<file path="config.mk">
export PLATFORM = sky130hd
export DESIGN_NAME = decoder
export DESIGN_NICKNAME = d
export VERILOG_FILES = /design/src/core_pkg.sv /design/src/decoder.sv
export SDC_FILE = /design/constraint.sdc
export NUM_CORES = 1
export LEC_CHECK = 0
export BUFFER_PORTS_ARGS = -buffer_cell sky130_fd_sc_hd__buf_2
export CORE_AREA = 2 2 55 57
export CTS_CLUSTER_SIZE = 16
export DETAILED_ROUTE_END_ITERATION = 8
export DIE_AREA = 0 0 57 59
export PLACE_DENSITY = 0.82
export SLEW_MARGIN = 25
export SYNTH_ARGS = -nofsm -noshare
export SYNTH_HDL_FRONTEND = slang
export SYNTH_SLANG_ARGS = --single-unit
</file>
<file path="constraint.sdc">
create_clock -name clk -period 1.8 [get_ports clk]
set_clock_uncertainty 0.05 [all_clocks]
set_input_delay 0.27 -clock clk [delete_from_list [all_inputs] [get_ports clk]]
set_output_delay 0.27 -clock clk [all_outputs]
set_load 0.05 [all_outputs]
</file>
<file path="src/core_pkg.sv">
package core_pkg;

    localparam int NUM_WARPS = 4;
    localparam int THREADS_PER_WARP = 4;
    localparam int DATA_WIDTH = 16;
    localparam int IADDR_WIDTH = 8;
    localparam int DADDR_WIDTH = 8;
    localparam int NUM_REGS = 16;
    localparam int REG_IDX_WIDTH = $clog2(NUM_REGS);
    localparam int WARP_IDX_WIDTH = $clog2(NUM_WARPS);

    // Read-only registers at the top of each lane's register space
    localparam int REG_BLOCK_DIM = 13;
    localparam int REG_BLOCK_ID = 14;
    localparam int REG_THREAD_ID = 15;

    typedef logic [DATA_WIDTH-1:0] data_t;
    typedef logic [IADDR_WIDTH-1:0] iaddr_t;
    typedef logic [DADDR_WIDTH-1:0] daddr_t;
    typedef logic [REG_IDX_WIDTH-1:0] reg_idx_t;
    typedef logic [WARP_IDX_WIDTH-1:0] warp_idx_t;

    typedef enum logic [3:0] {
        NOP   = 4'h0,
        ADD   = 4'h1,
        SUB   = 4'h2,
        MUL   = 4'h3,
        ADDI  = 4'h4,
        CONST = 4'h5,
        STORE = 4'h6,
        HALT  = 4'hf
    } opcode_t;

    typedef enum logic [2:0] {
        WARP_IDLE,
        WARP_FETCH,
        WARP_DECODE,
        WARP_EXECUTE,
        WARP_STORE,
        WARP_UPDATE,
        WARP_DONE
    } warp_state_t;

    typedef enum logic [1:0] {
        FETCH_IDLE,
        FETCH_REQUEST,
        FETCH_DONE
    } fetch_state_t;

    // Opcode sits in the top four bits of the word
    typedef struct packed {
        opcode_t  opcode;
        reg_idx_t rd;
        reg_idx_t rs1;
        reg_idx_t rs2;
        data_t    imm;
    } instruction_t;

    typedef struct packed {
        opcode_t  opcode;
        reg_idx_t rd;
        reg_idx_t rs1;
        reg_idx_t rs2;
        data_t    imm;
        logic     reg_write;
    } decoded_t;

    typedef struct packed {
        iaddr_t     base_address;
        logic [2:0] num_warps;
    } kernel_config_t;

    typedef struct packed {
        logic   valid;
        iaddr_t address;
    } imem_req_t;

    typedef data_t [THREADS_PER_WARP-1:0] lane_data_t;

    typedef struct packed {
        logic                               valid;
        daddr_t [THREADS_PER_WARP-1:0]      address;
        lane_data_t                         data;
    } store_req_t;

endpackage

</file>
<file path="src/decoder.sv">
`timescale 1ns/1ns

module decoder (
    input  logic                   clk,
    input  logic                   reset,
    input  core_pkg::warp_state_t  warp_state,
    input  core_pkg::instruction_t instruction,
    output core_pkg::decoded_t     decoded
);

    always_ff @(posedge clk) begin
        if (reset) begin
            decoded <= '0;
        end else if (warp_state == core_pkg::WARP_DECODE) begin
            decoded.rd <= instruction.rd;
            decoded.rs1 <= instruction.rs1;
            decoded.rs2 <= instruction.rs2;
            decoded.imm <= instruction.imm;
            case (instruction.opcode)
                core_pkg::ADD,
                core_pkg::SUB,
                core_pkg::MUL,
                core_pkg::ADDI,
                core_pkg::CONST: begin
                    decoded.opcode <= instruction.opcode;
                    decoded.reg_write <= 1'b1;
                end
                core_pkg::STORE,
                core_pkg::HALT: begin
                    decoded.opcode <= instruction.opcode;
                    decoded.reg_write <= 1'b0;
                end
                default: begin
                    // Anything unrecognised behaves as a NOP
                    decoded.opcode <= core_pkg::NOP;
                    decoded.reg_write <= 1'b0;
                end
            endcase
        end
    end

endmodule

</file>
# After elaboration in Yosys (flattened, before gate mapping)
# Cells that the tools add are included.
# classes
eq_ne	8
muxes	2
n_reduce_logical	2
# op_table
op	n
$eq 4x3->1 const B	3
$eq 4x2->1 const B	2
$reduce_or 7->1	1
$reduce_or 5->1	1
$eq 4x1->1 const B	1
$eq 4x4->1 const B	1
$mux 4	1
$eq 3x2->1 const B	1
$mux 1	1
# totals
register_bits	33
out_inout_bits	33
wordCells	18
in_bits	37

# Logic depth before layout (Yosys ltp)
# depth
depth_word	3
ltp_mapped	5
mapped_depth_nobuf	3

# Worst setup path after synthesis
# Ideal clock, no wire load.
# synth_timing
kind	in2reg
startpoint	input port warp_state[0]
endpoint	register decoded[0] (netlist bit)
setup_slack_ns	0.593
stages	5
setup_ns	0.132
arrival_time_ns	1.024
t_required_ns	1.618
path_buffers	2
path_cell_list	or3b_1 buf_4 buf_6 nand2_1 a21oi_1
# synth_via
elab_chain_len	1
# synth_rtl
element	line_no	rtl
start: declaration	decoder.sv:6	input core_pkg::warp_state_t warp_state,
$eq 3x2->1	decoder.sv:14	end else if (warp_state == core_pkg::WARP_DECODE) begin
end: declaration	decoder.sv:8	output core_pkg::decoded_t decoded
# No other way between the ends.
# A chain may end at the register's enable or synchronous reset.

# Final worst setup path
# layout_timing
startpoint	register decoded[10] (netlist bit)
endpoint	output port decoded[10] (netlist bit)
# No word-level cell between the ends.

==> flow_metrics.py <==
metrics = {
    "run_status": {
        "outcome": "complete, no violations",
    },
    "sta": {
        "relSlewSlack_pct": 60.2,
        "finalSetupViolations": 0,
        "hold_violations": 0,
        "layout_setup_ws_ps": 521,
        "min_period_ps": 1280,
        "fmax_ghz": 0.782,
        "timing_worst_slew_pin_value_ps": 597,
        "rsz0062_at_grt": "no",
        "min_period_over_period_pct": 71.1,
        "drv_slew": 0,
        "fin_setup_tns_ps": 0,
    },
    "floorplan": {
        "die-width_um": 57,
        "start_util_pct": 45.3,
        "dieArea_um2": 3360,
        "io_pins": 70,
        "core_um2": 2710,
        "rows": 19,
        "die_y_um": 59,
    },
    "worst_setup_path": {
        "worst_setup_path_start_kind": "flip-flop",
        "required_ps": 1480,
        "cp_slowest_stage_delay_ps": 360,
        "end_kind": "primary output",
        "cp_max_fo": 2,
        "path_cells": "buf_2",
        "slowest_stage": "dfxtp_1",
        "crit_family": "flip-flops",
        "path_buf_inv": 1,
        "worstPathArrival_ps": 960,
        "crit_type": "flip-flop to primary output",
    },
    "logic_synthesis": {
        "synth_area_leader_cell": "dfxtp_1",
        "syn-cell-area_um2": 1230,
        "synth_top_area_share_pct": 53.8,
        "synth_seq_area_share_pct": 53.8,
        "yosys_warnings": 0,
        "ys_seq_elements": 33,
        "synth.avg_cell_area_um2": 8.08,
        "synth.area.top_cells": "dfxtp_1 (54%), nand2_1 (19%), a21oi_1 (15%)",
        "synth.distinct_cells": 14,
        "syn-instance-count": 152,
        "syn-num-nets": 189,
    },
    "finish": {
        "largest_register_ffs": 33,
        "diodes": 0,
        "largest_register": "decoded",
        "layout.nets": 257,
        "drive_above_1_share_pct": 36.7,
        "reg_top3": "decoded: 33 flops",
        "syn2layout_area_growth_pct": 32.1,
    },
    "global_route": {
        "track_usage_pct": 17.2,
        "use_met3_pct": 5.02,
        "grt-busiest-layer": "met2",
        "grt_pass1_vias": 1056,
        "grt_max_degree": 34,
        "grtUsageMet1_pct": 21.7,
        "grt_pass1_wl_um": 4500,
        "grtUsageMet2_pct": 26.8,
        "antenna_found_initial": 0,
        "overflow": 0,
    },
    "power_and_ir_drop": {
        "power.switching_uw": 406,
        "p_sw_share_pct": 29.6,
        "power.share.combinational_pct": 15.5,
        "seqPwrFrac_pct": 55.6,
        "ir_drop_v": 0.000605,
        "internal_power_uw": 965,
        "leakage_uw": 0.000756,
        "pwr-share-clk_pct": 28.9,
        "power_density_nw_per_um2": 845,
    },
    "worst_hold_path": {
        "hold_path_class": "input pin to flip-flop",
    },
    "route": {
        "drt_first_pass_iters": 4,
        "totalWireLength_um": 2780,
        "vias": 1243,
        "drt_iter0_markers": 45,
        "wl_per_cell_um": 11.0,
        "ant_nets": 0,
        "vias_per_cell": 4.93,
        "drc": 0,
    },
    "job": {
        "max_cap_violations": 0,
    },
    "clock_tree": {
        "clk_pin_slew_worst_paths_ps": 100,
        "h-tree-depth": 2,
        "cts_tree": "done",
        "root_buffer": "clkbuf_4",
        "clk_latency_ps": 320,
        "cts_setup_buffers": 0,
        "cts_hold_buf": 0,
        "cts_made_buffers": 5,
        "clock_sinks": 33,
        "cts_resized": 0,
        "clockBufferDepth": 2,
    },
    "placed_design": {
        "gpl.final_weighted_congestion": 0.708,
        "port_buffers": 69,
        "hpwl_um": 1910,
        "place_ws_ps": 429,
    },
}
## power groups by stage
stage                     logic [uW]  registers [uW]  clock network (uW)
final                            212             763                 396
after global routing             229             766                 451
after CTS                        213             763                 409
after detailed placement         213             780                   0
after global placement           210             779                   0
after floorplan                 61.5             858                   0
## metrics by stage
| stage | hold slack [ps] | total power, uW | utilization [%] | cells | cell area [um2] |
|---|---|---|---|---|---|
| 6_report | 118 | 1370 | 59.8 | 252 | 1620 |
| 5_1_grt | 96.2 | 1450 | 59.8 | 252 | 1620 |
| 4_1_cts | 101 | 1380 | 59.8 | 252 | 1620 |
| 3_5_place_dp | 392 | 993 | 57.8 | 244 | 1570 |
| 3_3_place_gp | 386 | 989 | 57.8 | 244 | 1570 |
| 2_1_floorplan | 356 | 920 | - | 152 | 1230 |
## layout by cell type, fill, tap and decap left out
master / count
buf_4: 3
and3_1: 3
o311ai_0: 1
clkbuf_4: 5
o211ai_1: 3
clkinv_2: 2
dfxtp_1: 33
a21oi_1: 36
nand2_1: 62
or3b_1: 1
nor3b_4: 1
buf_2: 69
and4_1: 1
clkinvlp_4: 1
## routing by layer
metal	up-vias	share of wire [%]
li1	634	-
met1	551	44
met2	53	47
met3	5	8.5
met4	0	0.93
met5	-	0
## cells by family after synthesis
| logic type | after synthesis | share of synthesized area, % |
|---|---|---|
| buf+inv | 11 | 6.01 |
| simple gates | 68 | 22.9 |
| compound gates | 40 | 17.2 |
| flops | 33 | 53.8 |
## final timing paths
kind                    from  cells after the start          end  slack, ps
min          instruction[13]                      3  decoded[14]        120
max reg2reg      decoded[19]                      2  decoded[19]       1120
min reg2reg      decoded[30]                      2  decoded[30]        410
max              decoded[10]                      1  decoded[10]        520
## layout make-up
type / count / area, um2
clock inverters: 3 / 17.5
fillers: 285 / 1090
flip-flops and latches: 33 / 661
repair buffers: 72 / 368
clock buffers: 5 / 37.5
well taps: 31 / 38.8
multi-input cells: 108 / 499
## synth_stat cells, drive strengths merged
library cell and number:
buf 8, and3 3, and4 1, nand2 62
clkbuf 3, o311ai 1, or3b 1, a21oi 36
dfxtp 33, o211ai 3, nor3b 1
(Power assumes the default switching activity.)
