**config.mk**
```make
export PLATFORM = sky130hd
export DESIGN_NAME = vector_alu
export DESIGN_NICKNAME = d
export VERILOG_FILES = /design/src/core_pkg.sv /design/src/vector_alu.sv
export SDC_FILE = /design/constraint.sdc
export NUM_CORES = 1
export LEC_CHECK = 0
export BUFFER_PORTS_ARGS = -buffer_cell sky130_fd_sc_hd__buf_2
export CORE_MARGIN = 3
export CORE_UTILIZATION = 40
export DETAILED_ROUTE_END_ITERATION = 8
export GPL_ROUTABILITY_DRIVEN = 0
export PLACE_DENSITY = 0.64
export SLEW_MARGIN = 20
export SYNTH_ARGS = -nofsm -noshare
export SYNTH_HDL_FRONTEND = slang
export SYNTH_SLANG_ARGS = --single-unit
```
**constraint.sdc**
```tcl
create_clock -name vclk -period 13.45
set_clock_uncertainty 0.15 [all_clocks]
set_input_delay 2.69 -clock vclk [all_inputs]
set_output_delay 2.69 -clock vclk [all_outputs]
set_load 0.005 [all_outputs]
```
**src/core_pkg.sv**
```systemverilog
package core_pkg;

    localparam int NUM_WARPS = 4;
    localparam int THREADS_PER_WARP = 4;
    localparam int DATA_WIDTH = 16;
    localparam int IADDR_WIDTH = 8;
    localparam int DADDR_WIDTH = 8;
    localparam int NUM_REGS = 16;
    localparam int REG_IDX_WIDTH = $clog2(NUM_REGS);
    localparam int WARP_IDX_WIDTH = $clog2(NUM_WARPS);

    // Read-only registers at the top of each lane's register space
    localparam int REG_BLOCK_DIM = 13;
    localparam int REG_BLOCK_ID = 14;
    localparam int REG_THREAD_ID = 15;

    typedef logic [DATA_WIDTH-1:0] data_t;
    typedef logic [IADDR_WIDTH-1:0] iaddr_t;
    typedef logic [DADDR_WIDTH-1:0] daddr_t;
    typedef logic [REG_IDX_WIDTH-1:0] reg_idx_t;
    typedef logic [WARP_IDX_WIDTH-1:0] warp_idx_t;

    typedef enum logic [3:0] {
        NOP   = 4'h0,
        ADD   = 4'h1,
        SUB   = 4'h2,
        MUL   = 4'h3,
        ADDI  = 4'h4,
        CONST = 4'h5,
        STORE = 4'h6,
        HALT  = 4'hf
    } opcode_t;

    typedef enum logic [2:0] {
        WARP_IDLE,
        WARP_FETCH,
        WARP_DECODE,
        WARP_EXECUTE,
        WARP_STORE,
        WARP_UPDATE,
        WARP_DONE
    } warp_state_t;

    typedef enum logic [1:0] {
        FETCH_IDLE,
        FETCH_REQUEST,
        FETCH_DONE
    } fetch_state_t;

    // Opcode sits in the top four bits of the word
    typedef struct packed {
        opcode_t  opcode;
        reg_idx_t rd;
        reg_idx_t rs1;
        reg_idx_t rs2;
        data_t    imm;
    } instruction_t;

    typedef struct packed {
        opcode_t  opcode;
        reg_idx_t rd;
        reg_idx_t rs1;
        reg_idx_t rs2;
        data_t    imm;
        logic     reg_write;
    } decoded_t;

    typedef struct packed {
        iaddr_t     base_address;
        logic [2:0] num_warps;
    } kernel_config_t;

    typedef struct packed {
        logic   valid;
        iaddr_t address;
    } imem_req_t;

    typedef data_t [THREADS_PER_WARP-1:0] lane_data_t;

    typedef struct packed {
        logic                               valid;
        daddr_t [THREADS_PER_WARP-1:0]      address;
        lane_data_t                         data;
    } store_req_t;

endpackage

```
**src/vector_alu.sv**
```systemverilog
`timescale 1ns/1ns

module vector_alu (
    input  core_pkg::decoded_t   decoded,
    input  core_pkg::lane_data_t rs1_data,
    input  core_pkg::lane_data_t rs2_data,
    output core_pkg::lane_data_t alu_out
);

    // One adder and multiplier per lane with a shared opcode
    always_comb begin
        for (int l = 0; l < core_pkg::THREADS_PER_WARP; l++) begin
            case (decoded.opcode)
                core_pkg::ADD:   alu_out[l] = rs1_data[l] + rs2_data[l];
                core_pkg::SUB:   alu_out[l] = rs1_data[l] - rs2_data[l];
                core_pkg::MUL:   alu_out[l] = rs1_data[l] * rs2_data[l];
                core_pkg::ADDI:  alu_out[l] = rs1_data[l] + decoded.imm;
                core_pkg::CONST: alu_out[l] = decoded.imm;
                default:         alu_out[l] = '0;
            endcase
        end
    end

endmodule

```
## After elaboration in Yosys (flattened, before gate mapping)

Index checks and enable logic that the tools add are counted.

- Flip-flop bits (word level): 0
- Word-level logic and storage cells: 25
- Output and inout bits: 64
- Input port bits: 161

- Multipliers: 4
- Muxes and demuxes: 4
- Eq/ne operators: 5
- Add/subtract/negate cells: 12

Operator list:

| operator | count |
|---|---|
| 16-bit one-hot mux with 5 select lines | 4 |
| 16-bit adder | 8 |
| 16-bit by 16-bit multiplier with 16-bit output | 4 |
| 16-bit subtractor | 4 |
| 4-bit by 2-bit == test with 1-bit output, second input constant | 2 |
| 4-bit by 3-bit == test with 1-bit output, second input constant | 2 |
| 4-bit by 1-bit == test with 1-bit output, second input constant | 1 |

## Logic depth before layout (Yosys ltp)

- Depth in word-level cells: 2
- Depth in mapped cells: 22
- Mapped depth without buffers: 20

## Worst setup path after synthesis

Ideal clock, no wire load.

- Kind: input port to output port
- From: in rs2_data[18] (netlist bit)
- To: out alu_out[30] (netlist bit)
- Path buffers: 2
- Arrival: 7.876 ns
- Stages on the path: 18
- Data required time: 10.610 ns
- Slack: 2.734 ns
- Cells stage by stage: clkbuf_1 > clkbuf_1 > nand2_1 > fa_1 > fa_1 > fa_1 > fa_1 > inv_1 > fa_1 > inv_1 > fa_1 > inv_1 > ha_1 > and4_1 > a2111oi_0 > a21oi_1 > xnor2_1 > o221ai_1

RTL lines:

| what | RTL line | RTL |
|---|---|---|
| start, declared | vector_alu.sv:6 | `input core_pkg::lane_data_t rs2_data,` |
| end, declared | vector_alu.sv:7 | `output core_pkg::lane_data_t alu_out` |

==> impl_metrics.py <==
metrics = {
    "setup_path": {
        "cp.required_ns": 10.61,
        "cp-start-kind": "input port",
        "crit_type": "input port to output pin",
        "path_max_fanout": 19,
        "worstPathArrival_ns": 8.43,
        "end_kind": "output pin",
    },
    "power_and_ir_drop": {
        "p_per_area_nw_per_um2": 160,
        "irDropWorstVdd_mv": 0.108,
        "power_leakage_nw": 11.1,
    },
    "yosys": {
        "avgSynthCellArea_um2": 7.76,
        "synthCells": 2712,
        "netlist_area_um2": 21100,
        "yosys_warnings": 0,
        "synth_cell_types": 52,
        "synth_nets": 3457,
        "synth_seq_area_share_pct": 0,
    },
    "global_route": {
        "grt_max_degree": 77,
        "grt_pass1_wl_mm": 110,
        "antenna_found_initial": 14,
        "first_global_vias": 20200,
        "overflow": 0,
        "grt_use_total_pct": 24.6,
    },
    "cells_and_area": {
        "final_area_um2": 22600,
        "drive_gt1_share_pct": 8.46,
        "final-seq-area_um2": 0,
        "n_fill_cell": 5190,
        "nFlopsAndLatches": 0,
        "nets": 3561,
        "clock_buffers": 0,
        "synthToLayoutAreaGrowth_pct": 7.36,
    },
    "floorplanning": {
        "die_area_um2": 55400,
        "core_region_area_um2": 51700,
        "die_y_um": 235,
        "die_w_um": 235,
        "io_pins": 225,
        "row_count": 83,
        "start_util_pct": 40.7,
    },
    "drt": {
        "avgViaCountPerCell": 5.58,
        "ant_nets": 0,
        "dr.first_iter.drc_count": 1440,
        "wirelength_mm": 69.3,
        "vias": 19500,
        "wl_per_cell_um": 19.8,
        "drc": 0,
        "firstDrtPassIters": 6,
    },
    "timing": {
        "finalSetupTns_ns": 0,
        "hold_viol": 0,
        "setup_viol": 0,
        "rsz0062_at_grt": "false",
        "relSlewSlack_pct": 26.0,
        "final_max_slew_viol_count": 0,
        "layout_min_cycle_time_ns": 11.27,
        "fmax_ghz": 0.0887,
        "fin_crit_sh_pct": 83.8,
        "whs_ns": 5.74,
        "worstMarginPinSlew_ns": 1.11,
    },
    "worst_hold_path": {
        "hold_end": "alu_out[32]",
        "min_from": "decoded[1]",
        "hold_path.class": "input port to output pin",
        "hold_depth": 4,
    },
    "placement": {
        "dp.final_hpwl_mm": 54.9,
        "place.port_buffers": 212,
        "detailed_place.area_um2": 22600,
    },
    "clock_tree": {
        "post_cts_resized": 0,
        "post_cts_buffers": 0,
        "cts_hold_buf": 0,
    },
    "outcome": {
        "outcome": "finished, final reports clean",
    },
    "job": {
        "maxCapViolCount": 0,
    },
}
cell usage after synthesis, types with 2 or more instances:
| cell type | number | area (um2) |
|---|---|---|
| nor2b_1 | 9 | 56.3 |
| and2_1 | 277 | 1730 |
| xor2_1 | 68 | 596 |
| or2_2 | 8 | 50.1 |
| o21ai_0 | 103 | 515 |
| or2b_1 | 2 | 15.0 |
| o21bai_1 | 9 | 67.6 |
| nor4_1 | 22 | 138 |
| nor2_1 | 92 | 345 |
| o211a_1 | 6 | 60.1 |
| clkbuf_1 | 114 | 428 |
| o221ai_1 | 37 | 324 |
| o211ai_1 | 19 | 143 |
| a221o_1 | 6 | 60.1 |
| a222oi_1 | 2 | 20.0 |
| or4_1 | 2 | 15.0 |
| o311ai_0 | 45 | 394 |
| o41a_1 | 2 | 22.5 |
| a221oi_1 | 3 | 26.3 |
| fa_1 | 324 | 6490 |
| a21oi_1 | 60 | 300 |
| nand3b_1 | 3 | 22.5 |
| a2111oi_0 | 4 | 35.0 |
| a31oi_1 | 7 | 43.8 |
| a21o_1 | 19 | 143 |
| inv_1 | 477 | 1790 |
| and4_1 | 3 | 26.3 |
| and3_1 | 11 | 68.8 |
| nand4_1 | 6 | 37.5 |
| o21a_1 | 15 | 113 |
| o31a_1 | 6 | 52.6 |
| ha_1 | 260 | 3250 |
| xnor2_1 | 136 | 1190 |
| a211oi_1 | 20 | 150 |
| nor3_1 | 61 | 305 |
| or3_1 | 13 | 81.3 |
| o41ai_1 | 6 | 52.6 |
| nand2b_1 | 17 | 106 |
| nand3_1 | 32 | 160 |
| a211o_1 | 8 | 70.1 |
| nand2_1 | 387 | 1450 |
placed cells by master (no fill, tap or decap), types with 37 or more instances in the layout:
master,Yosys,layout
a21oi_1,60,60
and2_1,277,277
buf_2,1,212
fa_1,324,324
ha_1,260,260
inv_1,477,477
nand2_1,387,387
nor2_1,92,90
nor3_1,61,59
o21ai_0,103,103
o221ai_1,37,37
o311ai_0,45,45
xnor2_1,136,136
xor2_1,68,68
routing by layer:
layer / up-vias / GRT usage (%) / part of all wire (%)
met3: 167 / 4.16 / 8.6
met5: - / 0 / 0.13
met2: 806 / 40.6 / 46
met1: 9585 / 33.3 / 42
met4: 18 / 7.01 / 3.3
li1: 8918 / - / -
critical path, cell delays in order:
cell and delay, ns:
buf_2 0.37, and2_1 0.22, fa_1 0.45, fa_1 0.50, ha_1 0.21, fa_1 0.48
inv_1 0.05, fa_1 0.49, fa_1 0.50, inv_1 0.04, ha_1 0.22, or3_1 0.36
o21ai_0 0.08, a21oi_1 0.08, and4_1 0.22, a2111oi_0 0.67, a21oi_1 0.18, xnor2_1 0.17
o221ai_1 0.27, buf_2 0.18
final cells by class:
cell class / count / area [um2] / area share, %
repair buffers: 218 / 1110 / 4.89
multi-input cells: 2119 / 18900 / 83.4
inverters: 477 / 1790 / 7.92
well taps: 680 / 851 / 3.76
diodes: 2 / 5.00 / 0.0221
through the flow:
step | utilization [%] | worst slack (ns) | power (mW) | std cells
4_1_cts | 43.7 | 2.18 | 3.62 | 3494
3_3_place_gp | 43.7 | 2.27 | 3.50 | 3494
5_1_grt | 43.7 | 1.93 | 4.12 | 3494
6_report | 43.7 | 2.18 | 3.61 | 3496
2_1_floorplan | - | 2.73 | 2.77 | 2712
3_5_place_dp | 43.7 | 2.18 | 3.59 | 3494
power by group:
part | switching, mW | internal, mW | total, mW
clock network | 0 | 0.0000000200 | 0.0000000200
logic | 2.01 | 1.60 | 3.61
registers | 0 | 0 | 0
kinds of logic (layout without fill, tap and decap cells):
| logic type | Yosys count | in the layout | synth area share, % |
|---|---|---|---|
| AND/OR/NAND/NOR | 950 | 950 | 22.2 |
| AO/OA/AOI/OAI | 381 | 381 | 12.5 |
| other | 0 | 2 | 0 |
| buffers and inverters | 593 | 695 | 10.6 |
| XOR/XNOR | 204 | 204 | 8.49 |
| adder cells (fa/ha/maj) | 584 | 584 | 46.3 |
how the worst max path moves through the flow:
stage / start / end / slack [ns]
finish: rs2_data[18] / alu_out[30] / 2.18
global route: rs2_data[18] / alu_out[30] / 1.93
CTS: rs2_data[18] / alu_out[30] / 2.18
detailed placement: rs2_data[17] / alu_out[30] / 2.18
global placement: rs2_data[4] / alu_out[14] / 2.27
floorplan: rs2_data[18] / alu_out[30] / 2.73
(Power assumes the default switching activity.)
