### config.mk
export PLATFORM = sky130hd
export DESIGN_NAME = store_unit
export DESIGN_NICKNAME = d
export VERILOG_FILES = /design/src/core_pkg.sv /design/src/store_unit.sv
export SDC_FILE = /design/constraint.sdc
export NUM_CORES = 1
export LEC_CHECK = 0
export BUFFER_PORTS_ARGS = -buffer_cell sky130_fd_sc_hd__buf_2
export CAP_MARGIN = 0
export CORE_AREA = 2 2 102 104
export CTS_CLUSTER_DIAMETER = 150
export CTS_CLUSTER_SIZE = 20
export DETAILED_ROUTE_END_ITERATION = 16
export DIE_AREA = 0 0 104 106
export PLACE_DENSITY = 0.8
export SLEW_MARGIN = 15
export SYNTH_ARGS = -nofsm -noshare
export SYNTH_HDL_FRONTEND = slang
export SYNTH_SLANG_ARGS = --single-unit
### constraint.sdc
create_clock -name clk -period 18.7 [get_ports clk]
set_clock_uncertainty 0.2 [all_clocks]
set_input_delay 4.675 -clock clk [delete_from_list [all_inputs] [get_ports clk]]
set_output_delay 4.675 -clock clk [all_outputs]
set_load 0.005 [all_outputs]
### src/core_pkg.sv
package core_pkg;

    localparam int NUM_WARPS = 4;
    localparam int THREADS_PER_WARP = 4;
    localparam int DATA_WIDTH = 16;
    localparam int IADDR_WIDTH = 8;
    localparam int DADDR_WIDTH = 8;
    localparam int NUM_REGS = 16;
    localparam int REG_IDX_WIDTH = $clog2(NUM_REGS);
    localparam int WARP_IDX_WIDTH = $clog2(NUM_WARPS);

    // Read-only registers at the top of each lane's register space
    localparam int REG_BLOCK_DIM = 13;
    localparam int REG_BLOCK_ID = 14;
    localparam int REG_THREAD_ID = 15;

    typedef logic [DATA_WIDTH-1:0] data_t;
    typedef logic [IADDR_WIDTH-1:0] iaddr_t;
    typedef logic [DADDR_WIDTH-1:0] daddr_t;
    typedef logic [REG_IDX_WIDTH-1:0] reg_idx_t;
    typedef logic [WARP_IDX_WIDTH-1:0] warp_idx_t;

    typedef enum logic [3:0] {
        NOP   = 4'h0,
        ADD   = 4'h1,
        SUB   = 4'h2,
        MUL   = 4'h3,
        ADDI  = 4'h4,
        CONST = 4'h5,
        STORE = 4'h6,
        HALT  = 4'hf
    } opcode_t;

    typedef enum logic [2:0] {
        WARP_IDLE,
        WARP_FETCH,
        WARP_DECODE,
        WARP_EXECUTE,
        WARP_STORE,
        WARP_UPDATE,
        WARP_DONE
    } warp_state_t;

    typedef enum logic [1:0] {
        FETCH_IDLE,
        FETCH_REQUEST,
        FETCH_DONE
    } fetch_state_t;

    // Opcode sits in the top four bits of the word
    typedef struct packed {
        opcode_t  opcode;
        reg_idx_t rd;
        reg_idx_t rs1;
        reg_idx_t rs2;
        data_t    imm;
    } instruction_t;

    typedef struct packed {
        opcode_t  opcode;
        reg_idx_t rd;
        reg_idx_t rs1;
        reg_idx_t rs2;
        data_t    imm;
        logic     reg_write;
    } decoded_t;

    typedef struct packed {
        iaddr_t     base_address;
        logic [2:0] num_warps;
    } kernel_config_t;

    typedef struct packed {
        logic   valid;
        iaddr_t address;
    } imem_req_t;

    typedef data_t [THREADS_PER_WARP-1:0] lane_data_t;

    typedef struct packed {
        logic                               valid;
        daddr_t [THREADS_PER_WARP-1:0]      address;
        lane_data_t                         data;
    } store_req_t;

endpackage

### src/store_unit.sv
`timescale 1ns/1ns

module store_unit (
    input  logic                  clk,
    input  logic                  reset,
    input  core_pkg::warp_state_t current_state,
    input  core_pkg::decoded_t    decoded,
    input  core_pkg::lane_data_t  rs1_data,
    input  core_pkg::lane_data_t  rs2_data,
    input  logic                  dmem_ready,
    output core_pkg::store_req_t  dmem_store,
    output logic                  store_done
);

    always_ff @(posedge clk) begin
        if (reset) begin
            dmem_store.valid <= 1'b0;
            store_done <= 1'b0;
        end else begin
            store_done <= 1'b0;
            if (dmem_store.valid) begin
                if (dmem_ready) begin
                    dmem_store.valid <= 1'b0;
                    store_done <= 1'b1;
                end
            end else if (current_state == core_pkg::WARP_EXECUTE &&
                         decoded.opcode == core_pkg::STORE) begin
                // Captured as the warp moves into WARP_STORE
                dmem_store.valid <= 1'b1;
                for (int l = 0; l < core_pkg::THREADS_PER_WARP; l++) begin
                    dmem_store.address[l] <= core_pkg::daddr_t'(rs1_data[l] + decoded.imm);
                    dmem_store.data[l] <= rs2_data[l];
                end
            end
        end
    end

endmodule

---- Yosys cells after proc, flatten, opt, wreduce, memory -nomap -nowiden ----
Index checks and enable logic that the tools add are counted.
storage, ports and cells
  word-level logic and storage cells ...... 25
  output and inout bits ................... 98
  bits in registers ....................... 98
cells by class
  add/subtract/negate cells ............... 4
  bitwise logic cells ..................... 2
  reduce and logical (&&, ||, !) cells .... 3
  equal/unequal tests ..................... 2
  mux-type cells .......................... 4
operators by type and width
  kind                  count
  $mux W97              1
  $add A8 B8 Y8         4
  $eq A4 B3 Y1 const B  1
  $eq A3 B2 Y1 const B  1
  $mux W1               3
  $reduce_and A3 Y1     1
  $not A1 Y1            2
  $reduce_or A2 Y1      1
  $logic_and A1 B1 Y1   1

---- Logic depth before layout (Yosys ltp) ----
  word-level depth ........................ 4
  depth in mapped cells ................... 7

---- Least setup slack after synthesis ----
Ideal clock, no wire load.
  path kind ............................... input port to flip-flop
  start ................................... input decoded[29] (netlist name)
  end ..................................... register dmem_store[0] (netlist name) (enable)
  arrival time ............................ 11563 ps
  setup slack ............................. 6269 ps
  cell stages on the path ................. 3
  cells stage by stage .................... nor4bb_1 -> nand4b_1 -> nor3_1
on the way
  cells in the longest elaborated chain, start to end .. 3
RTL lines
  what                         line              text
  start: declaration           store_unit.sv:7   input core_pkg::decoded_t decoded,
  $eq A4 B3 Y1                 store_unit.sv:27  decoded.opcode == core_pkg::STORE) begin
  $logic_and A1 B1 Y1          store_unit.sv:26  end else if (current_state == core_pkg::WARP_EXECUTE &&
  $reduce_and A3 Y1 (no line)  n/a
  end: declaration             store_unit.sv:11  output core_pkg::store_req_t dmem_store,
No other way between the ends.
A chain may end at the register's enable or synchronous reset.

---- Worst setup path after layout ----
  start ................................... input decoded[2] (netlist name)
  end ..................................... register dmem_store[86] (netlist name) (data pin)
on the way
  cells in the longest elaborated chain, start to end .. 1
RTL lines
  what           line              text
  $add A8 B8 Y8  store_unit.sv:31  dmem_store.address[l] <= core_pkg::daddr_t'(rs1_data[l] + decoded.imm);
No other way between the ends.

==> summary.txt <==
STA
  • Min Hold Slack: 0.382 ns
  • FMAX: 0.157 GHz
  • Pins Over Slew Limit: 0
  • Endpoints failing setup: 0
  • Slew @ Worst Pin: 0.654 ns
  • Hold Vio Cnt, Final: 0
  • RSZ-0062 raised after global routing: no
  • Tcrit/Tclk final: 34.0%
  • Post-route minimum period: 6.36 ns
  • Setup tns final: 0 ns
  • Slew margin rel.: 56.4%

Clocking
  • H-tree levels: 3
  • Clk root buf: clkbuf_8
  • Clock sink count: 98
  • Worst-Skew Late Latency: 0.37 ns
  • Clock buffer depth: 2
  • Post-CTS sizing: 0
  • Worst-path clk slew: 0.10 ns
  • Total CTS buffers: 9
  • Hold_buf cts: 0
  • CTS tree: done
  • Setup bufs post-CTS: 0

Power
  • Worst VDD drop: 0.0290 mV
  • LEAKAGE: 2.44 nW
  • P per Cell Area: 80.7 nW/um^2

Setup path
  • Critical Path End Type: register
  • CP max stage delay: 0.50 ns
  • Crit-path cells: buf_2, inv_1, fa_1, nor2b_4, o31a_1, or4b_1, nand3_1
  • Crit path max-delay family: simple AND/OR/NAND/NOR gates
  • CP Data Required Time: 18.74 ns
  • Worst Path Buf+Inv: 2
  • Startpoint types: input pin
  • Critical setup path kind: in2reg
  • Critical path's slowest cell: or4b_1
  • CP max FO: 5
  • Worst EP arrival: 6.40 ns

Routing
  • Final wirelength: 11100 um
  • Final antenna-violating net count: 0
  • TritonRoute pass-1 iters: 4
  • Wire length per cell: 17.8 um
  • DR vias: 3123
  • Starting DRT DRC Count: 185
  • Avg Vias per Cell: 5.00
  • DRC viols: 0

Floorplanning
  • Die width: 104 um
  • Die Height: 106 um
  • Initial core utilization: 41.7%
  • Die area: 11000 sq um
  • Row cnt: 37
  • Num ports: 265
  • Core box area: 10000 sq um

Synthesis
  • Mean Syn Cell Area: 16.1 sq um
  • Register area share after synthesis: 70.0%
  • Async SR Flop Fraction: 0%
  • Ys flop type: edfxtp_1
  • Post-synth EDFFs: 96
  • Synth warn: 0
  • Synthesized instance count: 259
  • Yosys cell types: 32
  • Mapped cell area: 4170 sq um
  • Syn Nets: 458
  • Yosys reg bits: 98

Layout
  • Ratio of cells with drive above 1 in the final layout: 47.7%
  • Area growth syn-to-layout: 35.4%
  • # fillers: 818
  • Fin nets: 682
  • N_diodes: 0

Global route
  • Initial antenna violation count: 1
  • Largest net degree at the start of global routing: 56
  • Grt ovf: 0
  • First-pass GRT wire length: 16400 um
  • Gr usage total: 20.0%
  • Vias in the first global route: 3082

Placement
  • Post-DP HPWL: 8670 um
  • Placer Congestion: 0.946
  • Port bufs: 211

Outcome
  • Status: finished, final reports clean

Min path
  • Hold WC Path Type: reg2reg

Run
  • Max cap viols: 0
registers in the layout, indices dropped and copies added, names as in the netlist:
name        cells
dmem_store     97
store_done      1
cell type report:
| class | instances | area, sq um | share of cell area [%] |
|---|---|---|---|
| clock inverter | 7 | 109 | 1.93 |
| multi-input combinational | 146 | 1200 | 21.2 |
| sequential | 98 | 2920 | 51.7 |
| inverter | 15 | 56.3 | 0.996 |
| tap | 136 | 170 | 3.01 |
| timing repair buffer | 213 | 1070 | 19.0 |
| clock buffer | 9 | 124 | 2.19 |
through the flow:
step	setup slack, ns	total power [W]	utilization (%)	cell area (sq um)	std cells
floorplan	6.27	0.000282	-	4170	259
global placement	11.99	0.000300	54.2	5420	608
detailed placement	11.92	0.000304	54.2	5420	608
CTS	12.31	0.000459	56.5	5650	624
global route	12.23	0.000474	56.5	5650	624
finish	12.34	0.000456	56.5	5650	624
per-layer routing:
layer	part of all wire [%]	vias up	global-route usage, %
met5	0.12	-	0
met4	2.7	2	9.94
met3	7.4	23	4.54
met2	53	160	36.5
met1	36	1485	21.9
li1	-	1453	-
final timing paths:
path	cells past startpoint	start	slack, ns	end
worst min-delay path	1	dmem_store[96]$_SDFF_PP0_	0.38	store_done$_SDFF_PP0_
worst min register to register	1	dmem_store[96]$_SDFF_PP0_	0.38	store_done$_SDFF_PP0_
worst max-delay path	7	decoded[2]	12.34	dmem_store[86]$_DFFE_PP_
worst max register to register	2	dmem_store[96]$_SDFF_PP0_	16.97	dmem_store[13]$_DFFE_PP_
worst register-to-register path, stage by stage, from the launching register on:
cell     delay (ns)
dfxtp_1        0.35
nor3_2         0.22
buf_4          0.57
Yosys cell counts (all sizes together), types with 5 or more instances:
library cell,instances,area share [%]
ha,28,8.4
nand3,10,1.2
inv,15,1.3
nor2b,5,1.1
o21ai,8,0.96
nor2,9,0.81
a21oi,18,2.2
edfxtp,96,69
xor2,7,1.5
xnor2,12,2.5
where the power goes:
group | switching [W] | internal [W] | total, W
logic | 0.0000275 | 0.0000269 | 0.0000543
clock network | 0.0000791 | 0.0000782 | 0.000157
registers | 0.000000209 | 0.000244 | 0.000245
layout by cell type (no fill, tap or decap), types with 2 or more instances in the layout:
cell type | netlist | routed
nor2b_4 | 2 | 2
nor2b_1 | 3 | 3
xor2_1 | 7 | 7
a21o_1 | 4 | 4
buf_4 | 0 | 2
inv_1 | 15 | 15
a31oi_1 | 3 | 3
edfxtp_1 | 96 | 96
dfxtp_1 | 2 | 2
buf_2 | 0 | 211
clkbuf_8 | 0 | 9
inv_8 | 0 | 2
o21a_1 | 4 | 4
nand2_1 | 4 | 4
xnor2_1 | 12 | 12
ha_1 | 28 | 28
fa_1 | 4 | 4
and3b_1 | 4 | 4
or4b_1 | 2 | 2
bufinv_16 | 0 | 2
o211ai_1 | 2 | 2
nand3_1 | 10 | 10
nand4_1 | 3 | 3
a21oi_1 | 18 | 18
clkinv_4 | 0 | 2
o31a_1 | 4 | 4
nor2_1 | 9 | 9
nor3_1 | 3 | 2
or4_1 | 2 | 2
a211oi_1 | 2 | 2
mux2i_1 | 2 | 2
o21ai_0 | 8 | 8
kinds of logic (layout without fill, tap and decap cells):
logic type      count (synthesis)  after routing  share of synthesized area, %
fa+ha+maj                      32             32                          10.3
simple gates                   45             45                          6.60
mux                             3              3                         0.750
flops                          98             98                          70.0
xor+xnor                       19             19                          3.99
compound gates                 47             47                          6.96
buf+inv                        15            244                          1.35
(Power assumes the default switching activity.)
