**src/core_pkg.sv**
```systemverilog
package core_pkg;

    localparam int NUM_WARPS = 4;
    localparam int THREADS_PER_WARP = 4;
    localparam int DATA_WIDTH = 16;
    localparam int IADDR_WIDTH = 8;
    localparam int DADDR_WIDTH = 8;
    localparam int NUM_REGS = 16;
    localparam int REG_IDX_WIDTH = $clog2(NUM_REGS);
    localparam int WARP_IDX_WIDTH = $clog2(NUM_WARPS);

    // Read-only registers at the top of each lane's register space
    localparam int REG_BLOCK_DIM = 13;
    localparam int REG_BLOCK_ID = 14;
    localparam int REG_THREAD_ID = 15;

    typedef logic [DATA_WIDTH-1:0] data_t;
    typedef logic [IADDR_WIDTH-1:0] iaddr_t;
    typedef logic [DADDR_WIDTH-1:0] daddr_t;
    typedef logic [REG_IDX_WIDTH-1:0] reg_idx_t;
    typedef logic [WARP_IDX_WIDTH-1:0] warp_idx_t;

    typedef enum logic [3:0] {
        NOP   = 4'h0,
        ADD   = 4'h1,
        SUB   = 4'h2,
        MUL   = 4'h3,
        ADDI  = 4'h4,
        CONST = 4'h5,
        STORE = 4'h6,
        HALT  = 4'hf
    } opcode_t;

    typedef enum logic [2:0] {
        WARP_IDLE,
        WARP_FETCH,
        WARP_DECODE,
        WARP_EXECUTE,
        WARP_STORE,
        WARP_UPDATE,
        WARP_DONE
    } warp_state_t;

    typedef enum logic [1:0] {
        FETCH_IDLE,
        FETCH_REQUEST,
        FETCH_DONE
    } fetch_state_t;

    // Opcode sits in the top four bits of the word
    typedef struct packed {
        opcode_t  opcode;
        reg_idx_t rd;
        reg_idx_t rs1;
        reg_idx_t rs2;
        data_t    imm;
    } instruction_t;

    typedef struct packed {
        opcode_t  opcode;
        reg_idx_t rd;
        reg_idx_t rs1;
        reg_idx_t rs2;
        data_t    imm;
        logic     reg_write;
    } decoded_t;

    typedef struct packed {
        iaddr_t     base_address;
        logic [2:0] num_warps;
    } kernel_config_t;

    typedef struct packed {
        logic   valid;
        iaddr_t address;
    } imem_req_t;

    typedef data_t [THREADS_PER_WARP-1:0] lane_data_t;

    typedef struct packed {
        logic                               valid;
        daddr_t [THREADS_PER_WARP-1:0]      address;
        lane_data_t                         data;
    } store_req_t;

endpackage

```
**src/warp_scheduler.sv**
```systemverilog
`timescale 1ns/1ns

module warp_scheduler (
    input  logic                         clk,
    input  logic                         reset,
    input  logic                         start,
    input  core_pkg::kernel_config_t     kernel_config,
    input  logic [core_pkg::NUM_WARPS-1:0] fetch_done,
    input  core_pkg::decoded_t           decoded,
    input  logic                         store_done,
    output core_pkg::warp_state_t        warp_state [core_pkg::NUM_WARPS],
    output core_pkg::iaddr_t             pc [core_pkg::NUM_WARPS],
    output core_pkg::warp_idx_t          current_warp,
    output logic                         done
);

    logic active;
    logic all_done;
    logic found;
    core_pkg::warp_idx_t next_warp;
    core_pkg::warp_state_t current_state;

    assign current_state = warp_state[current_warp];

    // Round-robin search over the other warps, starting after the current one
    always_comb begin
        core_pkg::warp_idx_t idx;
        found = 1'b0;
        next_warp = current_warp;
        for (int i = 1; i < core_pkg::NUM_WARPS; i++) begin
            idx = core_pkg::warp_idx_t'(current_warp + i);
            if (!found && warp_state[idx] inside {core_pkg::WARP_DECODE,
                    core_pkg::WARP_EXECUTE, core_pkg::WARP_STORE, core_pkg::WARP_UPDATE}) begin
                found = 1'b1;
                next_warp = idx;
            end
        end
    end

    always_comb begin
        all_done = 1'b1;
        for (int i = 0; i < core_pkg::NUM_WARPS; i++) begin
            if (i < kernel_config.num_warps && warp_state[i] != core_pkg::WARP_DONE) begin
                all_done = 1'b0;
            end
        end
    end

    always_ff @(posedge clk) begin
        if (reset) begin
            active <= 1'b0;
            done <= 1'b0;
            current_warp <= '0;
            for (int i = 0; i < core_pkg::NUM_WARPS; i++) begin
                warp_state[i] <= core_pkg::WARP_IDLE;
                pc[i] <= '0;
            end
        end else if (!active) begin
            if (start) begin
                active <= 1'b1;
                current_warp <= '0;
                for (int i = 0; i < core_pkg::NUM_WARPS; i++) begin
                    if (i < kernel_config.num_warps) begin
                        warp_state[i] <= core_pkg::WARP_FETCH;
                        pc[i] <= kernel_config.base_address;
                    end
                end
            end
        end else begin
            if (all_done) begin
                done <= 1'b1;
            end

            // Fetches complete independently of the current warp
            for (int i = 0; i < core_pkg::NUM_WARPS; i++) begin
                if (warp_state[i] == core_pkg::WARP_FETCH && fetch_done[i]) begin
                    warp_state[i] <= core_pkg::WARP_DECODE;
                end
            end

            if ((current_state == core_pkg::WARP_UPDATE ||
                 current_state == core_pkg::WARP_DONE) && found) begin
                current_warp <= next_warp;
            end

            case (current_state)
                core_pkg::WARP_DECODE: begin
                    warp_state[current_warp] <= core_pkg::WARP_EXECUTE;
                end
                core_pkg::WARP_EXECUTE: begin
                    warp_state[current_warp] <= (decoded.opcode == core_pkg::STORE) ?
                        core_pkg::WARP_STORE : core_pkg::WARP_UPDATE;
                end
                core_pkg::WARP_STORE: begin
                    if (store_done) begin
                        warp_state[current_warp] <= core_pkg::WARP_UPDATE;
                    end
                end
                core_pkg::WARP_UPDATE: begin
                    if (decoded.opcode == core_pkg::HALT) begin
                        warp_state[current_warp] <= core_pkg::WARP_DONE;
                    end else begin
                        pc[current_warp] <= pc[current_warp] + 1'b1;
                        warp_state[current_warp] <= core_pkg::WARP_FETCH;
                    end
                end
                default: begin
                end
            endcase
        end
    end

endmodule

```
**config.mk**
```make
export PLATFORM = sky130hd
export DESIGN_NAME = warp_scheduler
export DESIGN_NICKNAME = d
export VERILOG_FILES = /design/src/core_pkg.sv /design/src/warp_scheduler.sv
export SDC_FILE = /design/constraint.sdc
export NUM_CORES = 1
export LEC_CHECK = 0
export ABC_CLOCK_PERIOD_IN_PS = 6700
export BUFFER_PORTS_ARGS = -buffer_cell sky130_fd_sc_hd__buf_2
export CAP_MARGIN = 10
export CORE_MARGIN = 3
export CORE_UTILIZATION = 55
export CTS_CLUSTER_DIAMETER = 100
export DETAILED_ROUTE_END_ITERATION = 10
export GPL_TIMING_DRIVEN = 0
export HOLD_SLACK_MARGIN = 0.03
export PLACE_DENSITY = 0.84
export SLEW_MARGIN = 20
export SYNTH_ARGS = -nofsm -noshare
export SYNTH_HDL_FRONTEND = slang
export SYNTH_SLANG_ARGS = --single-unit
```
**constraint.sdc**
```tcl
create_clock -name clk -period 6.7 [get_ports clk]
set_input_delay 0.335 -clock clk [delete_from_list [all_inputs] [get_ports clk]]
set_output_delay 0.335 -clock clk [all_outputs]
set_load 0.005 [all_outputs]
```
# After elaboration in Yosys (flattened, before gate mapping)
# Index checks and enable logic that the tools add are counted.
[totals]
input_bits = 52
output_inout_bits = 47
word_cells = 170
reg_bits = 48
[op_classes]
reduce_logical = 33
mux = 66
n_bitwise = 16
n_eq_ne = 31
n_lt_le_gt_ge = 9
addsub = 4
[op_table]
columns = ["op", "count"]
rows = [
  ["two-way mux 32 bit", 4],
  ["two-way mux 3 bit", 25],
  ["two-way mux 8 bit", 7],
  ["two-way mux 12 bit", 4],
  ["one-hot mux 12 bit (4 select lines)", 1],
  ["bitwise mux 32 bit", 1],
  ["equality test 3 bit (second input constant)", 9],
  ["binary-select mux 3 bit (select 2 bit)", 4],
  ["equality test 3 x 2 -> 1 bit (second input constant)", 8],
  ["OR 8 bit", 3],
  ["binary-select mux 8 bit (select 2 bit)", 1],
  ["demux 8 bit (select 2 bit)", 1],
  ["AND reduction 4 bit", 4],
  ["bitwise AND 4 bit", 3],
  ["bitwise mux 12 bit", 1],
  ["equality test 3 x 1 -> 1 bit (second input constant)", 4],
  ["greater-or-equal comparator 3 bit (second input constant)", 4],
  ["logical AND 1 bit", 12],
  ["two-way mux 2 bit", 6],
  ["inequality test 3 bit (second input constant)", 4],
  ["inverter 2 -> 3 bit", 4],
  ["inverter 4 bit", 3],
  ["nonzero test 4 bit", 3],
  ["two-way mux 1 bit", 10],
  ["other kinds (20)", 33],
]

# Depth between registers and ports, before layout
# Gate-level depths: netlist of run 1.
[depth]
ltp_word = 17
ltp_mapped = 12
mapped_depth_nobuf = 7

# Worst setup path after synthesis of run 1
# No wires, ideal clock.
[synth_path]
path_type = "register to register"
startpoint = "reg current_warp[0]"
endpoint = "reg pc[30] in the netlist's numbering"
path_buffers = 3
period_less_slack_ns = 2.340
slack_ns = 4.360
setup_time_ns = 0.081
t_arrival_ns = 2.260
path_stages_with_launch = 9
required_ns = 6.619
cell_sequence = "dfxtp_1 buf_6 buf_6 mux4_2 buf_4 ha_1 and2_4 or3b_1 a41oi_1"
[synth_via]
elab_chain_len = 9
word_cells_on_any_way = 20
cone_classes = "add/sub: 1; order compare: 2; eq/ne: 2; mux: 12; bitwise: 1; reduce/logical: 2"
[synth_lines]
columns = ["item", "line", "rtl"]
rows = [
  ["start, declared", "warp_scheduler.sv:13", "output core_pkg::warp_idx_t current_warp,"],
  ["start signal, assigned", "warp_scheduler.sv:83", "current_warp <= next_warp;"],
  ["inverter 2 -> 3 bit (implied by the code) (*)", "warp_scheduler.sv:23, warp_scheduler.sv:103", ""],
  ["binary-select mux 8 bit (select 2 bit) (tied with other cells)", "warp_scheduler.sv:103", "pc[current_warp] <= pc[current_warp] + 1'b1;"],
  ["two-way mux 8 bit (implied by the code) or logical AND 1 bit (tied branches)", "warp_scheduler.sv:103", ""],
  ["two-way mux 8 bit (implied by the code)", "warp_scheduler.sv:103", ""],
  ["adder 8 x 1 -> 8 bit or demux 8 bit (select 2 bit) (tied branches)", "warp_scheduler.sv:103", ""],
  ["bitwise mux 32 bit", "warp_scheduler.sv:103", ""],
  ["two-way mux 32 bit", "warp_scheduler.sv:100", "if (decoded.opcode == core_pkg::HALT) begin"],
  ["two-way mux 32 bit", "warp_scheduler.sv:86", "case (current_state)"],
  ["two-way mux 32 bit", "warp_scheduler.sv:58", "end else if (!active) begin"],
  ["end signal, assigned by index", "warp_scheduler.sv:65", "pc[i] <= kernel_config.base_address;"],
  ["end signal, assigned by index", "warp_scheduler.sv:103", ""],
  ["end, declared", "warp_scheduler.sv:12", "output core_pkg::iaddr_t pc [core_pkg::NUM_WARPS],"],
]
# Every way passes the cells marked *; elsewhere a longest branch is shown, timed or not. The select of a mux whose other input is x is not followed.
# A chain may end at the register's enable or synchronous reset.

# Worst setup path after layout of run 1
[layout_path]
startpoint = "reg current_warp[1]"
endpoint = "reg pc[23] in the netlist's numbering"
# The elaborated chain is that of the path after synthesis.

==> flow_summary.json, run 1 <==
{
  "status": "finished clean",
  "synth_top_family_by_area": "compound AO/OA/AOI/OAI gates",
  "cts_resized": 0,
  "clkLatencyLatePin_ps": 310,
  "clkPwrFrac_pct": 28.7,
  "min_period_over_period_pct": 44.49,
  "synth_top_area_share_pct": 28.20,
  "post-cts-setup-buffer-count": 0,
  "grt_pass1_vias": 3474,
  "routed_wl_microns": 11100,
  "reg2reg_to": "pc[23]$_SDFFE_PP0P_",
  "start_util_pct": 57.21,
  "stdcell_count": 552,
  "cts_hold_buffers": 0,
  "drt-initial-drc-count": 475,
  "first_pass_iters": 5,
  "num_io_pins": 99,
  "synth-compound-area-share_pct": 28.72,
  "area_delta_synth_final_pct": 15.42,
  "synthAdderAreaFrac_pct": 1.836,
  "via_per_inst": 6.699,
  "synth_ff_type": "dfxtp_1",
  "leakage_nw": 1.583,
  "reg2regPathDepth": 10,
  "vias": 3698,
  "multi_input_area_sq_um": 2228,
  "place_congestion": 0.9703,
  "synth_seq_cells": 48,
  "hpwl_microns": 8013,
  "grt_usage_pct": 30.89,
  "timing.final.ws_setup_ps": 3719,
  "fmax_mhz": 335.5,
  "synthXorXnorAreaFrac_pct": 2.571,
  "antenna_left": 0,
  "ff_latch_area_sq_um": 960.9,
  "grt_max_degree": 15,
  "internal_power_uw": 443.5,
  "die_x_microns": 84.71,
  "synthCells": 402,
  "cts_buffers": 5,
  "synthTopCellsByArea": "dfxtp_1, mux4_2, a21oi_1",
  "cp_data_arrival_time_ps": 3180,
  "power.switching_uw": 204.9,
  "synth_seq_area_share_pct": 28.20,
  "hold_depth": 3,
  "cts_root_buf": "clkbuf_8",
  "hold_violations": 0,
  "nNetsFinal": 534,
  "setup_viol": 0,
  "syn_area_per_cell_sq_um": 8.475,
  "slew_viol_final": 0,
  "crit_required_ps": 6900,
  "grt_pass1_wl_microns": 17880,
  "io_buffers": 68,
  "drc": 0,
  "async_reset_ff_share_pct": 0,
  "yosysUniqueCellTypes": 64,
  "yosysWarnings": 0,
  "coreArea_sq_um": 5956,
  "layout_common_cells": "buf_2, dfxtp_1, nor2_1, a21oi_1, nand2_1",
  "max_slew_margin_pct": 53.98,
  "fin_skew_ps": 3.698,
  "tritoncts": "yes",
  "hp-class": "input port to flop",
  "n_antenna_cell": 0,
  "num-fill-cells": 519,
  "cap_viol_max_count": 0,
  "critPathKind": "flop to flop",
  "final_util_pct": 66.03,
  "h-tree-depth": 2,
  "yosys.area.top_type": "dfxtp_1",
  "holdWs_ps": 349.4,
  "clkTransAtPathRegs_ps": 90,
  "min_period_ps": 2981,
  "seq_power_share_pct": 48.7,
  "powerDensity_nw_per_um2": 164.9,
  "reg2reg_from": "current_warp[1]$_SDFFE_PP0P_",
  "crit_fanout": 10,
  "grt_overflow": 0,
  "dp.cells": 545,
  "swShare_pct": 31.60,
  "syn-num-nets": 459,
  "holdPathEnd": "active$_SDFF_PP0_",
  "die_h_microns": 84.71,
  "worstSetupEndpointType": "flop",
  "pwr-share-comb_pct": 22.6,
  "mappedNetlistArea_sq_um": 3407,
  "synth_mux_area_share_pct": 10.47,
  "antenna_found_initial": 0,
  "peakVddDrop_v": 0.0001136,
  "synth_enable_flop_cells": 0,
  "rows": 28,
  "finalSetupTns_ps": 0,
  "synthSimpleGateAreaFrac_pct": 21.81,
  "worstSetupStartpointType": "flop",
  "wire_per_inst_microns": 20.12,
  "tightest_slew_ps": 690.3,
  "rsz0062_at_grt": "no",
  "regToRegSetupSlack_ps": 3720,
  "dieArea_sq_um": 7175,
  "clock_sinks": 48,
  "layout.cells.most_common": "buf_2",
  "cts_buffer_depth": 2,
  "drive_above_1_share_pct": 25.16,
  "min_from": "start",
  "place_ws_ps": 3870
}
## critical path, stage by stage, from the launching register on
cell,delay [ps]
dfxtp_1,600
buf_2,360
inv_1,150
ha_1,300
and2_1,190
clkbuf_1,220
a21oi_1,440
a21oi_4,130
buf_6,210
o21ai_0,200
a21oi_1,60
## per-stage QoR
stage	power (mW)	instance area, sq um
5_1_grt	0.6756	3933
4_1_cts	0.6432	3933
2_1_floorplan	0.4120	3407
3_5_place_dp	0.4640	3841
6_report	0.6484	3933
3_3_place_gp	0.4591	3841
## power groups by stage
stage / Combinational (mW) / Clock (mW) / Sequential, mW
2_1_floorplan: 0.0912 / 0 / 0.321
3_3_place_gp: 0.138 / 0 / 0.321
3_5_place_dp: 0.142 / 0 / 0.322
4_1_cts: 0.143 / 0.185 / 0.315
5_1_grt: 0.157 / 0.200 / 0.318
6_report: 0.146 / 0.186 / 0.316
## layout make-up
class	count	area share [%]
inverter	15	1.432
clock buffer	6	2.100
multi-input combinational	309	56.67
timing repair buffer	68	8.654
clock inverter	1	0.2227
buffer	30	4.104
sequential	48	24.44
tap	75	2.386
## registers in the layout, indices dropped and copies added, names as in the netlist
name / flops
warp_state: 12
active: 1
current_warp: 2
done: 1
pc: 32
## cells by family after synthesis
logic type / after synthesis
mux: 19
xor+xnor: 10
compound gates: 133
flops: 48
fa+ha+maj: 5
buf+inv: 45
simple gates: 142
## worst max-delay path by stage
stage / startpoint / endpoint / slack [ps] / depth (start not counted)
detailed placement: current_warp[1]$_SDFFE_PP0P_ / pc[17]$_SDFFE_PP0P_ / 3870 / 10
global route: current_warp[0]$_SDFFE_PP0P_ / pc[11]$_SDFFE_PP0P_ / 3590 / 12
global placement: current_warp[1]$_SDFFE_PP0P_ / pc[22]$_SDFFE_PP0P_ / 3900 / 9
floorplan: current_warp[0]$_SDFFE_PP0P_ / pc[30]$_SDFFE_PP0P_ / 4360 / 8
CTS: current_warp[1]$_SDFFE_PP0P_ / pc[17]$_SDFFE_PP0P_ / 3840 / 10
finish: current_warp[1]$_SDFFE_PP0P_ / pc[23]$_SDFFE_PP0P_ / 3720 / 10
## cell usage after synthesis, types with 3 or more instances
cell	instances
a211oi_1	6
a211oi_2	6
a21oi_1	36
a21oi_4	3
a221oi_1	5
a22oi_1	3
a311oi_1	7
a31oi_1	5
and2_1	6
buf_2	6
buf_6	5
clkbuf_1	16
dfxtp_1	48
ha_1	5
inv_1	15
mux2_2	3
mux2i_1	3
mux4_2	13
nand2_1	24
nand2b_1	7
nand3_1	9
nand3b_1	3
nand4_1	4
nor2_1	43
nor2b_1	12
nor3_1	13
nor4_1	3
o211a_1	6
o211ai_1	11
o21ai_0	15
o22ai_1	4
or2_2	3
xnor2_1	5
xor2_1	5
## metal layers
metal / share of wire, % / routed length [microns] / global-route usage (%) / vias up
met5: 0 / 0 / 0 / -
met4: 2.5 / 274 / 11.51 / 0
met3: 12 / 1322 / 5.888 / 41
met2: 45 / 4986 / 47.90 / 276
met1: 41 / 4519 / 42.71 / 1716
li1: - / - / - / 1665
No activity file was read; power rests on OpenSTA's default activity.
==> run 2: changes to the inputs <==
--- a/config.mk
+++ b/config.mk
@@ -5,16 +5,16 @@
 export SDC_FILE = /design/constraint.sdc
 export NUM_CORES = 1
 export LEC_CHECK = 0
-export ABC_CLOCK_PERIOD_IN_PS = 6700
+export ABC_CLOCK_PERIOD_IN_PS = 3000
 export BUFFER_PORTS_ARGS = -buffer_cell sky130_fd_sc_hd__buf_2
 export CAP_MARGIN = 10
 export CORE_MARGIN = 3
-export CORE_UTILIZATION = 55
+export CORE_UTILIZATION = 53
 export CTS_CLUSTER_DIAMETER = 100
 export DETAILED_ROUTE_END_ITERATION = 10
 export GPL_TIMING_DRIVEN = 0
 export HOLD_SLACK_MARGIN = 0.03
-export PLACE_DENSITY = 0.84
+export PLACE_DENSITY = 0.81
 export SLEW_MARGIN = 20
 export SYNTH_ARGS = -nofsm -noshare
 export SYNTH_HDL_FRONTEND = slang
==> constraint.sdc (replaced) <==
create_clock -name clk -period 3 [get_ports clk]
set_input_delay 0.15 -clock clk [delete_from_list [all_inputs] [get_ports clk]]
set_output_delay 0.15 -clock clk [all_outputs]
set_load 0.005 [all_outputs]
==> flow_summary.json, run 2 (same netlist as run 1, synthesis figures left out) <==
{
  "clock_sinks": 48,
  "largest_reg_flops": 32,
  "grt_usage_pct": 29.54,
  "worstSetupStartpointType": "flop",
  "place_ws_ps": 143.6,
  "critPathKind": "flop to flop",
  "num_io_pins": 99,
  "cts_buffer_depth": 2,
  "final_util_pct": 64.82,
  "finalSetupTns_ps": 0,
  "post-cts-setup-buffer-count": 0,
  "cap_viol_max_count": 0,
  "grt_overflow": 0,
  "crit_required_ps": 3230,
  "die_h_microns": 86.18,
  "cts_hold_buffers": 0,
  "powerDensity_nw_per_um2": 367.3,
  "internal_power_uw": 990.7,
  "n_antenna_cell": 0,
  "wire_per_inst_microns": 19.57,
  "coreArea_sq_um": 6061,
  "fmax_mhz": 354.0,
  "swShare_pct": 31.34,
  "area_delta_synth_final_pct": 15.31,
  "routed_wl_microns": 10760,
  "rows": 28,
  "leakage_nw": 1.582,
  "drc": 0,
  "dieArea_sq_um": 7426,
  "max_slew_margin_pct": 52.53,
  "status": "finished clean",
  "hpwl_microns": 7845,
  "io_buffers": 68,
  "grt_pass1_wl_microns": 17270,
  "top_regs": "pc (32), warp_state (12), current_warp (2)",
  "via_per_inst": 6.635,
  "layout.cells.most_common": "buf_2",
  "cp_data_arrival_time_ps": 3050,
  "tritoncts": "yes",
  "layout_common_cells": "buf_2, dfxtp_1, nor2_1, a21oi_1, nand2_1",
  "grt_max_degree": 15,
  "drive_above_1_share_pct": 25.47,
  "fin_skew_ps": 5.273,
  "min_period_ps": 2825,
  "num-fill-cells": 542,
  "pwr-share-comb_pct": 22.4,
  "antenna_left": 0,
  "drt-initial-drc-count": 493,
  "worstSetupEndpointType": "flop",
  "peakVddDrop_v": 0.0002181,
  "min_period_over_period_pct": 94.17,
  "cts_resized": 0,
  "crit_fanout": 10,
  "h-tree-depth": 2,
  "seq_power_share_pct": 48.9,
  "top_register": "pc",
  "nNetsFinal": 532,
  "rsz0062_at_grt": "no",
  "tightest_slew_ps": 712.0,
  "grt_pass1_vias": 3347,
  "cts_buffers": 5,
  "place_congestion": 0.9739,
  "slew_viol_final": 0,
  "cts_root_buf": "clkbuf_8",
  "first_pass_iters": 5,
  "clkTransAtPathRegs_ps": 90,
  "antenna_found_initial": 0,
  "die_x_microns": 86.18,
  "hp-class": "input port to flop",
  "start_util_pct": 56.21,
  "clkPwrFrac_pct": 28.7,
  "vias": 3649,
  "power.switching_uw": 452.2,
  "timing.final.ws_setup_ps": 174.9,
  "hold_violations": 0,
  "clkLatencyLatePin_ps": 310,
  "setup_viol": 0
}
run 2: cell count changes in the layout (fill, tap and decap cells not counted), sizes merged:
cell    change
clkbuf      -2
run 2: layer usage:
layer	share of wire [%]	track usage [%]
met5	0	0
met1	40	41.80
met2	44	44.50
met4	3.3	12.04
met3	12	5.418
run 2: area by class of cell:
class                   count  area (sq um)  share of cell area (%)
plain buffers              28         153.9                   3.917
clock buffers               6         82.58                   2.102
clock inverters             1         8.758                  0.2229
inverters                  15         56.30                   1.433
multi-input cells         309          2232                   56.82
flip-flops and latches     48         960.9                   24.46
well taps                  75         93.84                   2.389
repair buffers             68         340.3                   8.662
run 2: power groups by stage:
stage | Combinational [mW] | Clock, mW | Sequential (mW)
2_1_floorplan | 0.204 | 0 | 0.717
3_3_place_gp | 0.309 | 0 | 0.717
3_5_place_dp | 0.314 | 0 | 0.720
4_1_cts | 0.316 | 0.413 | 0.705
5_1_grt | 0.354 | 0.444 | 0.710
6_report | 0.323 | 0.415 | 0.706
run 2: worst paths after layout:
path | startpoint | endpoint | slack, ps | depth (start not counted)
setup reg to reg | current_warp[0]$_SDFFE_PP0P_ | pc[11]$_SDFFE_PP0P_ | 170 | 11
hold reg to reg | done$_SDFFE_PP0P_ | done$_SDFFE_PP0P_ | 510 | 2
hold / removal | start | active$_SDFF_PP0_ | 160 | 3
setup / recovery | current_warp[0]$_SDFFE_PP0P_ | pc[11]$_SDFFE_PP0P_ | 170 | 11
run 2: stage by stage:
step	power, mW	hold slack, ps	std cells	cell area [sq um]
after floorplan	0.9201	265.8	402	3407
after global placement	1.025	458.8	545	3841
after detailed placement	1.034	456.7	545	3841
after CTS	1.433	150.0	552	3933
after global routing	1.508	184.7	550	3929
final	1.443	157.3	550	3929
run 2: critical path: stages (launching register included):
cell      delay [ps]
dfxtp_1          370
buf_6            170
buf_6            160
inv_1            200
ha_1             390
and2_1           170
clkbuf_1         340
a21oi_1          170
a21oi_4          300
buf_6            220
nor2_1            60
a211oi_2         180
